[src/lc4_pkg.sv]
`default_nettype none
package lc4_pkg;

    typedef logic [15:0] word_t;     // data, pc and instruction
    typedef logic [2:0]  reg_sel_t;
    typedef logic [2:0]  nzp_t;      // {n, z, p}

    localparam nzp_t NZP_N = 3'b100;
    localparam nzp_t NZP_Z = 3'b010;
    localparam nzp_t NZP_P = 3'b001;

    // opcode field, insn[15:12]
    typedef enum logic [3:0] {
        OP_BR    = 4'b0000,
        OP_ARITH = 4'b0001,
        OP_AND   = 4'b0101,
        OP_LDR   = 4'b0110,
        OP_STR   = 4'b0111,
        OP_CONST = 4'b1001
    } lc4_op_e;

    // sub-op in insn[5:3]
    // AND uses 000 as well, but under its own opcode
    typedef logic [2:0] alu_sub_e;
    localparam alu_sub_e ALU_ADD = 3'b000;
    localparam alu_sub_e ALU_SUB = 3'b010;
    localparam alu_sub_e ALU_AND = 3'b000;

    localparam int    NUM_REGS = 8;
    localparam word_t NOP_INSN = 16'h0000;   // BR with no condition bits

endpackage
`default_nettype wire

[src/lc4_decoder.sv]
`timescale 1ns/10ps
`default_nettype none
module lc4_decoder (
    input  wire lc4_pkg::word_t i_insn,
    output lc4_pkg::reg_sel_t   o_rs_sel,
    output lc4_pkg::reg_sel_t   o_rt_sel,
    output lc4_pkg::reg_sel_t   o_rd_sel,
    output logic                o_rs_re,
    output logic                o_rt_re,
    output logic                o_rd_we,
    output logic                o_nzp_we,
    output logic                o_is_load,
    output logic                o_is_store,
    output logic                o_is_branch
);
    import lc4_pkg::*;

    lc4_op_e  op;
    alu_sub_e sub;

    assign op  = lc4_op_e'(i_insn[15:12]);
    assign sub = i_insn[5:3];

    always_comb begin
        o_rs_sel    = i_insn[8:6];
        o_rt_sel    = i_insn[2:0];
        o_rd_sel    = i_insn[11:9];
        o_rs_re     = 1'b0;
        o_rt_re     = 1'b0;
        o_rd_we     = 1'b0;
        o_nzp_we    = 1'b0;
        o_is_load   = 1'b0;
        o_is_store  = 1'b0;
        o_is_branch = 1'b0;
        case (op)
            OP_BR: begin
                o_is_branch = |i_insn[11:9];   // empty condition is the nop
            end
            OP_ARITH: begin
                if (i_insn[5]) begin           // add immediate
                    o_rs_re  = 1'b1;
                    o_rd_we  = 1'b1;
                    o_nzp_we = 1'b1;
                end else if (sub == ALU_ADD || sub == ALU_SUB) begin
                    o_rs_re  = 1'b1;
                    o_rt_re  = 1'b1;
                    o_rd_we  = 1'b1;
                    o_nzp_we = 1'b1;
                end
            end
            OP_AND: begin
                if (sub == ALU_AND) begin
                    o_rs_re  = 1'b1;
                    o_rt_re  = 1'b1;
                    o_rd_we  = 1'b1;
                    o_nzp_we = 1'b1;
                end
            end
            OP_LDR: begin
                o_rs_re   = 1'b1;
                o_rd_we   = 1'b1;
                o_nzp_we  = 1'b1;
                o_is_load = 1'b1;
            end
            OP_STR: begin
                o_rt_sel   = i_insn[11:9];     // store data sits in the rd field
                o_rs_re    = 1'b1;
                o_rt_re    = 1'b1;
                o_is_store = 1'b1;
            end
            OP_CONST: begin
                o_rd_we  = 1'b1;
                o_nzp_we = 1'b1;
            end
            default: begin
                o_rd_we = 1'b0;                // unsupported ops retire as no-ops
            end
        endcase
    end

endmodule
`default_nettype wire

[src/lc4_regfile.sv]
`timescale 1ns/10ps
`default_nettype none
module lc4_regfile (
    input  wire                   gwe,
    input  wire                   i_rst,
    input  wire lc4_pkg::reg_sel_t i_rs_sel,
    input  wire lc4_pkg::reg_sel_t i_rt_sel,
    input  wire lc4_pkg::reg_sel_t i_rd_sel,
    input  wire                   i_rd_we,
    input  wire lc4_pkg::word_t   i_rd_data,
    output lc4_pkg::word_t        o_rs_data,
    output lc4_pkg::word_t        o_rt_data
);
    import lc4_pkg::*;

    word_t regs [NUM_REGS];

    always_ff @(posedge gwe) begin
        if (i_rst) begin
            for (int i = 0; i < NUM_REGS; i++) begin
                regs[i] <= '0;
            end
        end else if (i_rd_we) begin
            regs[i_rd_sel] <= i_rd_data;
        end
    end

    // write in W shows up on the D reads of the same cycle
    assign o_rs_data = (i_rd_we && i_rd_sel == i_rs_sel) ? i_rd_data : regs[i_rs_sel];
    assign o_rt_data = (i_rd_we && i_rd_sel == i_rt_sel) ? i_rd_data : regs[i_rt_sel];

endmodule
`default_nettype wire

[src/lc4_alu.sv]
`timescale 1ns/10ps
`default_nettype none
module lc4_alu (
    input  wire lc4_pkg::word_t i_insn,
    input  wire lc4_pkg::word_t i_pc,
    input  wire lc4_pkg::word_t i_rs_data,
    input  wire lc4_pkg::word_t i_rt_data,
    output lc4_pkg::word_t      o_result
);
    import lc4_pkg::*;

    lc4_op_e  op;
    alu_sub_e sub;
    word_t    imm5;
    word_t    imm6;
    word_t    imm9;

    assign op   = lc4_op_e'(i_insn[15:12]);
    assign sub  = i_insn[5:3];
    assign imm5 = {{11{i_insn[4]}}, i_insn[4:0]};
    assign imm6 = {{10{i_insn[5]}}, i_insn[5:0]};
    assign imm9 = {{7{i_insn[8]}}, i_insn[8:0]};

    always_comb begin
        o_result = '0;
        case (op)
            OP_ARITH: begin
                if (i_insn[5]) begin
                    o_result = i_rs_data + imm5;
                end else if (sub == ALU_SUB) begin
                    o_result = i_rs_data - i_rt_data;
                end else begin
                    o_result = i_rs_data + i_rt_data;
                end
            end
            OP_AND:   o_result = i_rs_data & i_rt_data;
            OP_CONST: o_result = imm9;
            OP_LDR,
            OP_STR:   o_result = i_rs_data + imm6;     // effective address
            OP_BR:    o_result = i_pc + 16'd1 + imm9;  // branch target
            default:  o_result = '0;
        endcase
    end

endmodule
`default_nettype wire

[src/lc4_hazard_unit.sv]
`timescale 1ns/10ps
`default_nettype none
module lc4_hazard_unit (
    input  wire                    i_x_is_load,
    input  wire lc4_pkg::reg_sel_t i_x_rd_sel,
    input  wire lc4_pkg::reg_sel_t i_d_rs_sel,
    input  wire lc4_pkg::reg_sel_t i_d_rt_sel,
    input  wire                    i_d_rs_re,
    input  wire                    i_d_rt_re,
    input  wire                    i_d_is_store,
    input  wire                    i_d_is_branch,
    input  wire                    i_x_branch_taken,
    output logic                   o_stall,
    output logic                   o_flush
);

    logic rs_dep;
    logic rt_dep;
    logic load_use;

    assign rs_dep = i_d_rs_re && (i_d_rs_sel == i_x_rd_sel);
    // store data is picked up by the WM bypass, so no bubble for it
    assign rt_dep = i_d_rt_re && (i_d_rt_sel == i_x_rd_sel) && !i_d_is_store;

    // a branch behind a load waits for the load's nzp
    assign load_use = i_x_is_load && (rs_dep || rt_dep || i_d_is_branch);

    assign o_flush = i_x_branch_taken;
    assign o_stall = load_use && !i_x_branch_taken;   // flushed slots need no stall

endmodule
`default_nettype wire

[src/lc4_bypass_unit.sv]
`timescale 1ns/10ps
`default_nettype none
module lc4_bypass_unit (
    input  wire lc4_pkg::reg_sel_t i_x_rs_sel,
    input  wire lc4_pkg::reg_sel_t i_x_rt_sel,
    input  wire                    i_x_rs_re,
    input  wire                    i_x_rt_re,
    input  wire lc4_pkg::word_t    i_x_rs_rf,
    input  wire lc4_pkg::word_t    i_x_rt_rf,
    input  wire lc4_pkg::reg_sel_t i_m_rd_sel,
    input  wire                    i_m_rd_we,
    input  wire lc4_pkg::word_t    i_m_result,
    input  wire lc4_pkg::reg_sel_t i_w_rd_sel,
    input  wire                    i_w_rd_we,
    input  wire lc4_pkg::word_t    i_w_data,
    input  wire lc4_pkg::reg_sel_t i_m_rt_sel,
    input  wire                    i_m_is_store,
    input  wire lc4_pkg::word_t    i_m_store_rf,
    output lc4_pkg::word_t         o_x_rs,
    output lc4_pkg::word_t         o_x_rt,
    output lc4_pkg::word_t         o_m_store_data
);

    logic mx_rs;
    logic mx_rt;
    logic wx_rs;
    logic wx_rt;
    logic wm_rt;

    assign mx_rs = i_x_rs_re && i_m_rd_we && (i_m_rd_sel == i_x_rs_sel);
    assign mx_rt = i_x_rt_re && i_m_rd_we && (i_m_rd_sel == i_x_rt_sel);
    assign wx_rs = i_x_rs_re && i_w_rd_we && (i_w_rd_sel == i_x_rs_sel);
    assign wx_rt = i_x_rt_re && i_w_rd_we && (i_w_rd_sel == i_x_rt_sel);

    // M is younger than W, so it wins
    assign o_x_rs = mx_rs ? i_m_result : (wx_rs ? i_w_data : i_x_rs_rf);
    assign o_x_rt = mx_rt ? i_m_result : (wx_rt ? i_w_data : i_x_rt_rf);

    // load in W feeding a store in M
    assign wm_rt          = i_m_is_store && i_w_rd_we && (i_w_rd_sel == i_m_rt_sel);
    assign o_m_store_data = wm_rt ? i_w_data : i_m_store_rf;

endmodule
`default_nettype wire

[src/lc4_pipe_top.sv]
`timescale 1ns/10ps
`default_nettype none
module lc4_pipe_top #(
    parameter lc4_pkg::word_t P_RESET_PC = 16'h8200
) (
    input  wire                  gwe,
    input  wire                  i_rst,
    output lc4_pkg::word_t       o_imem_addr,
    input  wire lc4_pkg::word_t  i_imem_insn,
    output lc4_pkg::word_t       o_dmem_addr,
    input  wire lc4_pkg::word_t  i_dmem_rdata,
    output lc4_pkg::word_t       o_dmem_wdata,
    output logic                 o_dmem_we,
    output logic                 o_wb_valid,
    output lc4_pkg::word_t       o_wb_pc,
    output lc4_pkg::word_t       o_wb_insn,
    output logic                 o_wb_rf_we,
    output lc4_pkg::reg_sel_t    o_wb_rsel,
    output lc4_pkg::word_t       o_wb_rdata,
    output logic                 o_wb_nzp_we,
    output lc4_pkg::nzp_t        o_wb_nzp
);
    import lc4_pkg::*;

    word_t    f_pc;
    word_t    next_pc;
    logic     stall;
    logic     flush;
    logic     x_taken;

    word_t    d_insn;
    word_t    d_pc;
    logic     d_valid;
    reg_sel_t dec_rs_sel, dec_rt_sel, dec_rd_sel;
    logic     dec_rs_re, dec_rt_re, dec_rd_we, dec_nzp_we;
    logic     dec_is_load, dec_is_store, dec_is_branch;
    word_t    rf_rs_data;
    word_t    rf_rt_data;

    word_t    x_insn;
    word_t    x_pc;
    logic     x_valid;
    reg_sel_t x_rs_sel, x_rt_sel, x_rd_sel;
    logic     x_rs_re, x_rt_re, x_rd_we, x_nzp_we;
    logic     x_is_load, x_is_store, x_is_branch;
    word_t    x_rs_rf;
    word_t    x_rt_rf;
    word_t    x_rs;
    word_t    x_rt;
    word_t    alu_result;

    word_t    m_insn;
    word_t    m_pc;
    logic     m_valid;
    reg_sel_t m_rd_sel, m_rt_sel;
    logic     m_rd_we, m_nzp_we, m_is_load, m_is_store;
    word_t    m_result;
    word_t    m_store_rf;
    word_t    m_store_data;
    word_t    m_wdata;       // what M will write back
    nzp_t     m_nzp;

    word_t    w_insn;
    word_t    w_pc;
    logic     w_valid;
    reg_sel_t w_rd_sel;
    logic     w_rd_we, w_nzp_we, w_is_load;
    word_t    w_result;
    word_t    w_load_data;
    word_t    w_data;
    nzp_t     w_nzp;

    nzp_t     nzp_reg;
    nzp_t     nzp_used;

    // fetch
    assign o_imem_addr = f_pc;
    assign next_pc     = x_taken ? alu_result : (stall ? f_pc : f_pc + 16'd1);

    always_ff @(posedge gwe) begin
        if (i_rst) begin
            f_pc <= P_RESET_PC;
        end else begin
            f_pc <= next_pc;
        end
    end

    // F -> D, held on a load-use stall
    always_ff @(posedge gwe) begin
        if (i_rst || flush) begin
            d_insn  <= NOP_INSN;
            d_valid <= 1'b0;
        end else if (!stall) begin
            d_insn  <= i_imem_insn;
            d_valid <= 1'b1;
        end
    end

    always_ff @(posedge gwe) begin
        if (!stall) begin
            d_pc <= f_pc;
        end
    end

    lc4_decoder u_decoder (
        .i_insn      (d_insn),
        .o_rs_sel    (dec_rs_sel),
        .o_rt_sel    (dec_rt_sel),
        .o_rd_sel    (dec_rd_sel),
        .o_rs_re     (dec_rs_re),
        .o_rt_re     (dec_rt_re),
        .o_rd_we     (dec_rd_we),
        .o_nzp_we    (dec_nzp_we),
        .o_is_load   (dec_is_load),
        .o_is_store  (dec_is_store),
        .o_is_branch (dec_is_branch)
    );

    lc4_regfile u_regfile (
        .gwe       (gwe),
        .i_rst     (i_rst),
        .i_rs_sel  (dec_rs_sel),
        .i_rt_sel  (dec_rt_sel),
        .i_rd_sel  (w_rd_sel),
        .i_rd_we   (w_rd_we),
        .i_rd_data (w_data),
        .o_rs_data (rf_rs_data),
        .o_rt_data (rf_rt_data)
    );

    lc4_hazard_unit u_hazard (
        .i_x_is_load      (x_is_load),
        .i_x_rd_sel       (x_rd_sel),
        .i_d_rs_sel       (dec_rs_sel),
        .i_d_rt_sel       (dec_rt_sel),
        .i_d_rs_re        (dec_rs_re),
        .i_d_rt_re        (dec_rt_re),
        .i_d_is_store     (dec_is_store),
        .i_d_is_branch    (dec_is_branch),
        .i_x_branch_taken (x_taken),
        .o_stall          (stall),
        .o_flush          (flush)
    );

    // D -> X, a stall or flush drops a bubble in
    always_ff @(posedge gwe) begin
        if (i_rst || flush || stall) begin
            x_insn      <= NOP_INSN;
            x_valid     <= 1'b0;
            x_rs_re     <= 1'b0;
            x_rt_re     <= 1'b0;
            x_rd_we     <= 1'b0;
            x_nzp_we    <= 1'b0;
            x_is_load   <= 1'b0;
            x_is_store  <= 1'b0;
            x_is_branch <= 1'b0;
        end else begin
            x_insn      <= d_insn;
            x_valid     <= d_valid;
            x_rs_re     <= dec_rs_re;
            x_rt_re     <= dec_rt_re;
            x_rd_we     <= dec_rd_we;
            x_nzp_we    <= dec_nzp_we;
            x_is_load   <= dec_is_load;
            x_is_store  <= dec_is_store;
            x_is_branch <= dec_is_branch;
        end
    end

    always_ff @(posedge gwe) begin
        x_pc     <= d_pc;
        x_rs_sel <= dec_rs_sel;
        x_rt_sel <= dec_rt_sel;
        x_rd_sel <= dec_rd_sel;
        x_rs_rf  <= rf_rs_data;
        x_rt_rf  <= rf_rt_data;
    end

    lc4_bypass_unit u_bypass (
        .i_x_rs_sel     (x_rs_sel),
        .i_x_rt_sel     (x_rt_sel),
        .i_x_rs_re      (x_rs_re),
        .i_x_rt_re      (x_rt_re),
        .i_x_rs_rf      (x_rs_rf),
        .i_x_rt_rf      (x_rt_rf),
        .i_m_rd_sel     (m_rd_sel),
        .i_m_rd_we      (m_rd_we),
        .i_m_result     (m_result),
        .i_w_rd_sel     (w_rd_sel),
        .i_w_rd_we      (w_rd_we),
        .i_w_data       (w_data),
        .i_m_rt_sel     (m_rt_sel),
        .i_m_is_store   (m_is_store),
        .i_m_store_rf   (m_store_rf),
        .o_x_rs         (x_rs),
        .o_x_rt         (x_rt),
        .o_m_store_data (m_store_data)
    );

    lc4_alu u_alu (
        .i_insn    (x_insn),
        .i_pc      (x_pc),
        .i_rs_data (x_rs),
        .i_rt_data (x_rt),
        .o_result  (alu_result)
    );

    // branch sees the nzp being written by M this cycle
    assign nzp_used = m_nzp_we ? m_nzp : nzp_reg;
    assign x_taken  = x_is_branch && |(nzp_used & x_insn[11:9]);

    // X -> M
    always_ff @(posedge gwe) begin
        if (i_rst) begin
            m_insn     <= NOP_INSN;
            m_valid    <= 1'b0;
            m_rd_we    <= 1'b0;
            m_nzp_we   <= 1'b0;
            m_is_load  <= 1'b0;
            m_is_store <= 1'b0;
        end else begin
            m_insn     <= x_insn;
            m_valid    <= x_valid;
            m_rd_we    <= x_rd_we;
            m_nzp_we   <= x_nzp_we;
            m_is_load  <= x_is_load;
            m_is_store <= x_is_store;
        end
    end

    always_ff @(posedge gwe) begin
        m_pc       <= x_pc;
        m_rd_sel   <= x_rd_sel;
        m_rt_sel   <= x_rt_sel;
        m_result   <= alu_result;
        m_store_rf <= x_rt;
    end

    assign o_dmem_addr  = m_result;
    assign o_dmem_we    = m_is_store;
    assign o_dmem_wdata = m_store_data;

    assign m_wdata = m_is_load ? i_dmem_rdata : m_result;

    always_comb begin
        if ($signed(m_wdata) < 0) begin
            m_nzp = NZP_N;
        end else if (m_wdata == '0) begin
            m_nzp = NZP_Z;
        end else begin
            m_nzp = NZP_P;
        end
    end

    always_ff @(posedge gwe) begin
        if (i_rst) begin
            nzp_reg <= NZP_Z;               // matches the cleared register file
        end else if (m_nzp_we) begin
            nzp_reg <= m_nzp;
        end
    end

    // M -> W
    always_ff @(posedge gwe) begin
        if (i_rst) begin
            w_insn    <= NOP_INSN;
            w_valid   <= 1'b0;
            w_rd_we   <= 1'b0;
            w_nzp_we  <= 1'b0;
            w_is_load <= 1'b0;
        end else begin
            w_insn    <= m_insn;
            w_valid   <= m_valid;
            w_rd_we   <= m_rd_we;
            w_nzp_we  <= m_nzp_we;
            w_is_load <= m_is_load;
        end
    end

    always_ff @(posedge gwe) begin
        w_pc        <= m_pc;
        w_rd_sel    <= m_rd_sel;
        w_result    <= m_result;
        w_load_data <= i_dmem_rdata;
        w_nzp       <= m_nzp;
    end

    assign w_data = w_is_load ? w_load_data : w_result;

    // trace port
    assign o_wb_valid  = w_valid;
    assign o_wb_pc     = w_pc;
    assign o_wb_insn   = w_insn;
    assign o_wb_rf_we  = w_rd_we;
    assign o_wb_rsel   = w_rd_sel;
    assign o_wb_rdata  = w_data;
    assign o_wb_nzp_we = w_nzp_we;
    assign o_wb_nzp    = w_nzp;

endmodule
`default_nettype wire

[config.mk]
export PLATFORM = sky130hd
export DESIGN_NAME = lc4_pipe_top
export DESIGN_NICKNAME = d
export VERILOG_FILES = /design/src/lc4_pkg.sv /design/src/lc4_decoder.sv /design/src/lc4_regfile.sv /design/src/lc4_alu.sv /design/src/lc4_hazard_unit.sv /design/src/lc4_bypass_unit.sv /design/src/lc4_pipe_top.sv
export SDC_FILE = /design/constraint.sdc
export NUM_CORES = 1
export LEC_CHECK = 0
export BUFFER_PORTS_ARGS = -buffer_cell sky130_fd_sc_hd__buf_2
export CAP_MARGIN = 10
export CORE_MARGIN = 2
export CORE_UTILIZATION = 54
export CTS_BUF_LIST = sky130_fd_sc_hd__clkbuf_4
export CTS_CLUSTER_DIAMETER = 40
export CTS_CLUSTER_SIZE = 24
export DETAILED_ROUTE_END_ITERATION = 12
export PLACE_DENSITY = 0.73
export SKIP_LAST_GASP = 1
export SLEW_MARGIN = 0
export SYNTH_ARGS = -nofsm -noshare
export SYNTH_HDL_FRONTEND = slang
export SYNTH_HIERARCHICAL = 1
export SYNTH_SLANG_ARGS = --single-unit
[constraint.sdc]
create_clock -name gwe -period 17.8 [get_ports gwe]
set_clock_uncertainty 0.2 [all_clocks]
set_input_delay 1.78 -clock gwe [delete_from_list [all_inputs] [get_ports gwe]]
set_output_delay 1.78 -clock gwe [all_outputs]
set_load 0.05 [all_outputs]
==> results.md <==
* Synth Flop Type: dfxtp_1
* TritonCTS Buffers at 51
* First-pass GRT wire length at 72300 um
* Die ar. at 36800 um^2
* Static Leak at 8.42 nW
* PD cells at 99.9 nW/um^2
* Postcts setup bufs at 0
* Setup tns final at 0 ns
* Synth Cell Area at roughly 19000 um^2
* Min Clock Period, post-route at approximately 7 ns
* Yosys warns at 6
* Run status: complete, no violations
* Syn_nets at around 1600
* Global router's overall resource usage at 0.260
* Synth unique cells at 86
* CTS root buf: clkbuf_4
* I/O Pins at 140
* IR drop worst, VDD at 0.0000765 V
* Period utilization at 0.392
* CTS tree: yes
* Area Overhead vs Synth at 10.2%
* Slowest CP cell: dfxtp_1
* Post-route DRC at 0
* Max-cap violations at 0
* Vias in the first global route at around 13000
* Final slew viol count at 0
* Routed wire length at 47600 um
* Worst skew pair latency at 0.77 ns
* Crit path launch type: flip-flop
* Share of layout cells above drive strength 1 at 0.247
* Buffers on Ports at 139
* Largest delay share family, worst path: compound AO/OA/AOI/OAI gates
* Vias at 12800
* H-tree Lvls at 2
* Largest net degree at the start of global routing at 73
* Setup Crit Path Kind: flip-flop to flip-flop
* Worst path cell trace: mux2_2, mux2i_1, o21ai_0, inv_1, ha_1, nor2b_1, nor3_2, o211ai_1, o22ai_1, and3_1, nor3b_1, nand2_1, xor2_1, o21ai_0, ha_1, nand3_1, o21ai_0, a31oi_1, o21ai_0, nand2b_1, mux2i_1, or3_1, a211o_1
* Post-synth EDFFs at 144
* Critical path arrival at 7.41 ns
* Crit-path max cell delay at approximately 0.94 ns
* Crit path top cell by count: o21ai_0
* Final core utilization at 0.607
* Hold Buf Count CTS at 0
* Wire per inst at 21.8 um
* Hold slack at 0.118 ns
* Die X at 192 um
* Overflow after GRT at 0
* Biggest register: u_regfile/regs
* Placer Congestion at 0.874
* CP endpoint kind: flip-flop
* Sequential element share of the synthesized area at 0.506
* Design Power at 2.10 mW
* Register area at 9650 um^2
* FP Rows at 68
* Initial antenna violation count at 1
* DR pass1 iterations at 5
* Starting density of the core at 0.550
* Nets@finish at about 1800
* Crit path max fanout at 16
* Post-cts repair resize count at 0
* Fill count at about 2800
* Multi-input combinational cell area at 8890 um^2
* Worst-margin pin slew at 1.14 ns
* CTS sink cnt at 410
* Longest Clk Path Bufs at 3
* Hold crit path type: flip-flop to flip-flop
* Die height at 192 um
* Max FFs per register at 128
* Synth Area per Inst at 12.3 um^2
* DR iter-0 viols at about 1100
* Pre-CTS WS at approximately 11 ns
* CORE AREA at 34600 um^2
* FMAX at approximately 140 MHz
* # setup viols final at 0
* Post-synthesis cell count at 1547
* Worst Slack Setup Final at 10.82 ns
* Count of final hold-check violations at 0
* Vias per cell at ~5.9
* Buf/Inv on CP at 1
* Reg clk slew, reported paths at 0.16 ns
* FFs w/ async S/R, synth at 0
* Rel. slew slack at 0.238
* CP required at approximately 18 ns
* #FFs+latches synth at roughly 400
* Final HPWL from detailed placement at 33100 um
* RSZ-0062 raised after global routing: no
* Routed Antenna Nets at 0
-- path summary, 6_finish.rpt --
kind / startpoint / endpoint / slack, ns / cells after the start
max: w_is_load / o_imem_addr[15] / 10.82 / 23
max reg2reg: w_is_load / o_imem_addr[15] / 10.82 / 23
min reg2reg: m_pc[2] / o_wb_pc[2] / 0.12 / 0
min: m_pc[2] / o_wb_pc[2] / 0.12 / 0
-- Yosys cell counts (8+ instances only) --
master / instances / area (um^2)
a21o_1: 8 / 60.1
a21oi_1: 50 / 250
a311oi_2: 10 / 150
a31oi_1: 15 / 93.8
and2_1: 156 / 976
and3_1: 8 / 50.1
buf_2: 11 / 55.1
buf_4: 10 / 75.1
buf_6: 14 / 158
clkbuf_1: 45 / 169
dfxtp_1: 266 / 5330
edfxtp_1: 144 / 4320
ha_1: 34 / 425
inv_1: 20 / 75.1
mux2_2: 85 / 957
mux2_4: 15 / 225
mux2i_1: 55 / 551
mux4_1: 60 / 1580
nand2_1: 72 / 270
nand2b_1: 12 / 75.1
nand3_1: 15 / 75.1
nand4_1: 12 / 75.1
nor2_1: 70 / 263
nor2b_1: 52 / 325
nor3_1: 13 / 65.1
nor4_1: 13 / 81.3
o21a_1: 8 / 60.1
o21ai_0: 42 / 210
o21ai_1: 12 / 60.1
o21ai_2: 10 / 87.6
o221ai_1: 8 / 70.1
or2_2: 11 / 68.8
xnor2_1: 48 / 420
xor2_1: 38 / 333
-- final cells by class --
class / instances / share of cell area
Antenna cell: 1 / 0.000119
Clock buffer: 53 / 0.0189
Clock inverter: 42 / 0.0238
Inverter: 21 / 0.00375
Multi-Input combinational cell: 1032 / 0.423
Sequential cell: 410 / 0.459
Tap cell: 455 / 0.0271
Timing Repair Buffer: 169 / 0.0437
-- where the power goes --
part	switching (mW)	internal [mW]
Combinational	0.259	0.139
Sequential	0.0379	1.02
Clock	0.366	0.274
-- cell usage in the layout, fill, tap and decap left out, drive strengths merged, types with 50 or more instances in the layout --
master,instances
nor2b,52
mux4,64
nor2,71
o21ai,64
edfxtp,144
clkbuf,53
buf,169
dfxtp,266
mux2,100
a21oi,50
and2,157
mux2i,55
nand2,73
-- stage by stage --
| stage | instance area (um^2) | cells |
|---|---|---|
| after floorplan | 19100 | 1547 |
| after global placement | 20100 | 2086 |
| after detailed placement | 20100 | 2087 |
| after CTS | 21000 | 2182 |
| after global routing | 21000 | 2183 |
| final | 21000 | 2183 |
-- routing by layer --
metal | up-vias | global-route usage | part of all wire
li1 | 5999 | - | -
met1 | 6322 | 0.355 | 0.44
met2 | 427 | 0.414 | 0.47
met3 | 95 | 0.0502 | 0.070
met4 | 0 | 0.0888 | 0.028
met5 | - | 0 | 0
-- kinds of logic after synthesis --
family | share of synthesized area
AO/OA/AOI/OAI | 0.0777
XOR/XNOR | 0.0395
adder cells (fa/ha/maj) | 0.0244
buffers and inverters | 0.0289
flip-flops | 0.506
multiplexers | 0.178
AND/OR/NAND/NOR | 0.145
Power figures use the tool's default switching activity.
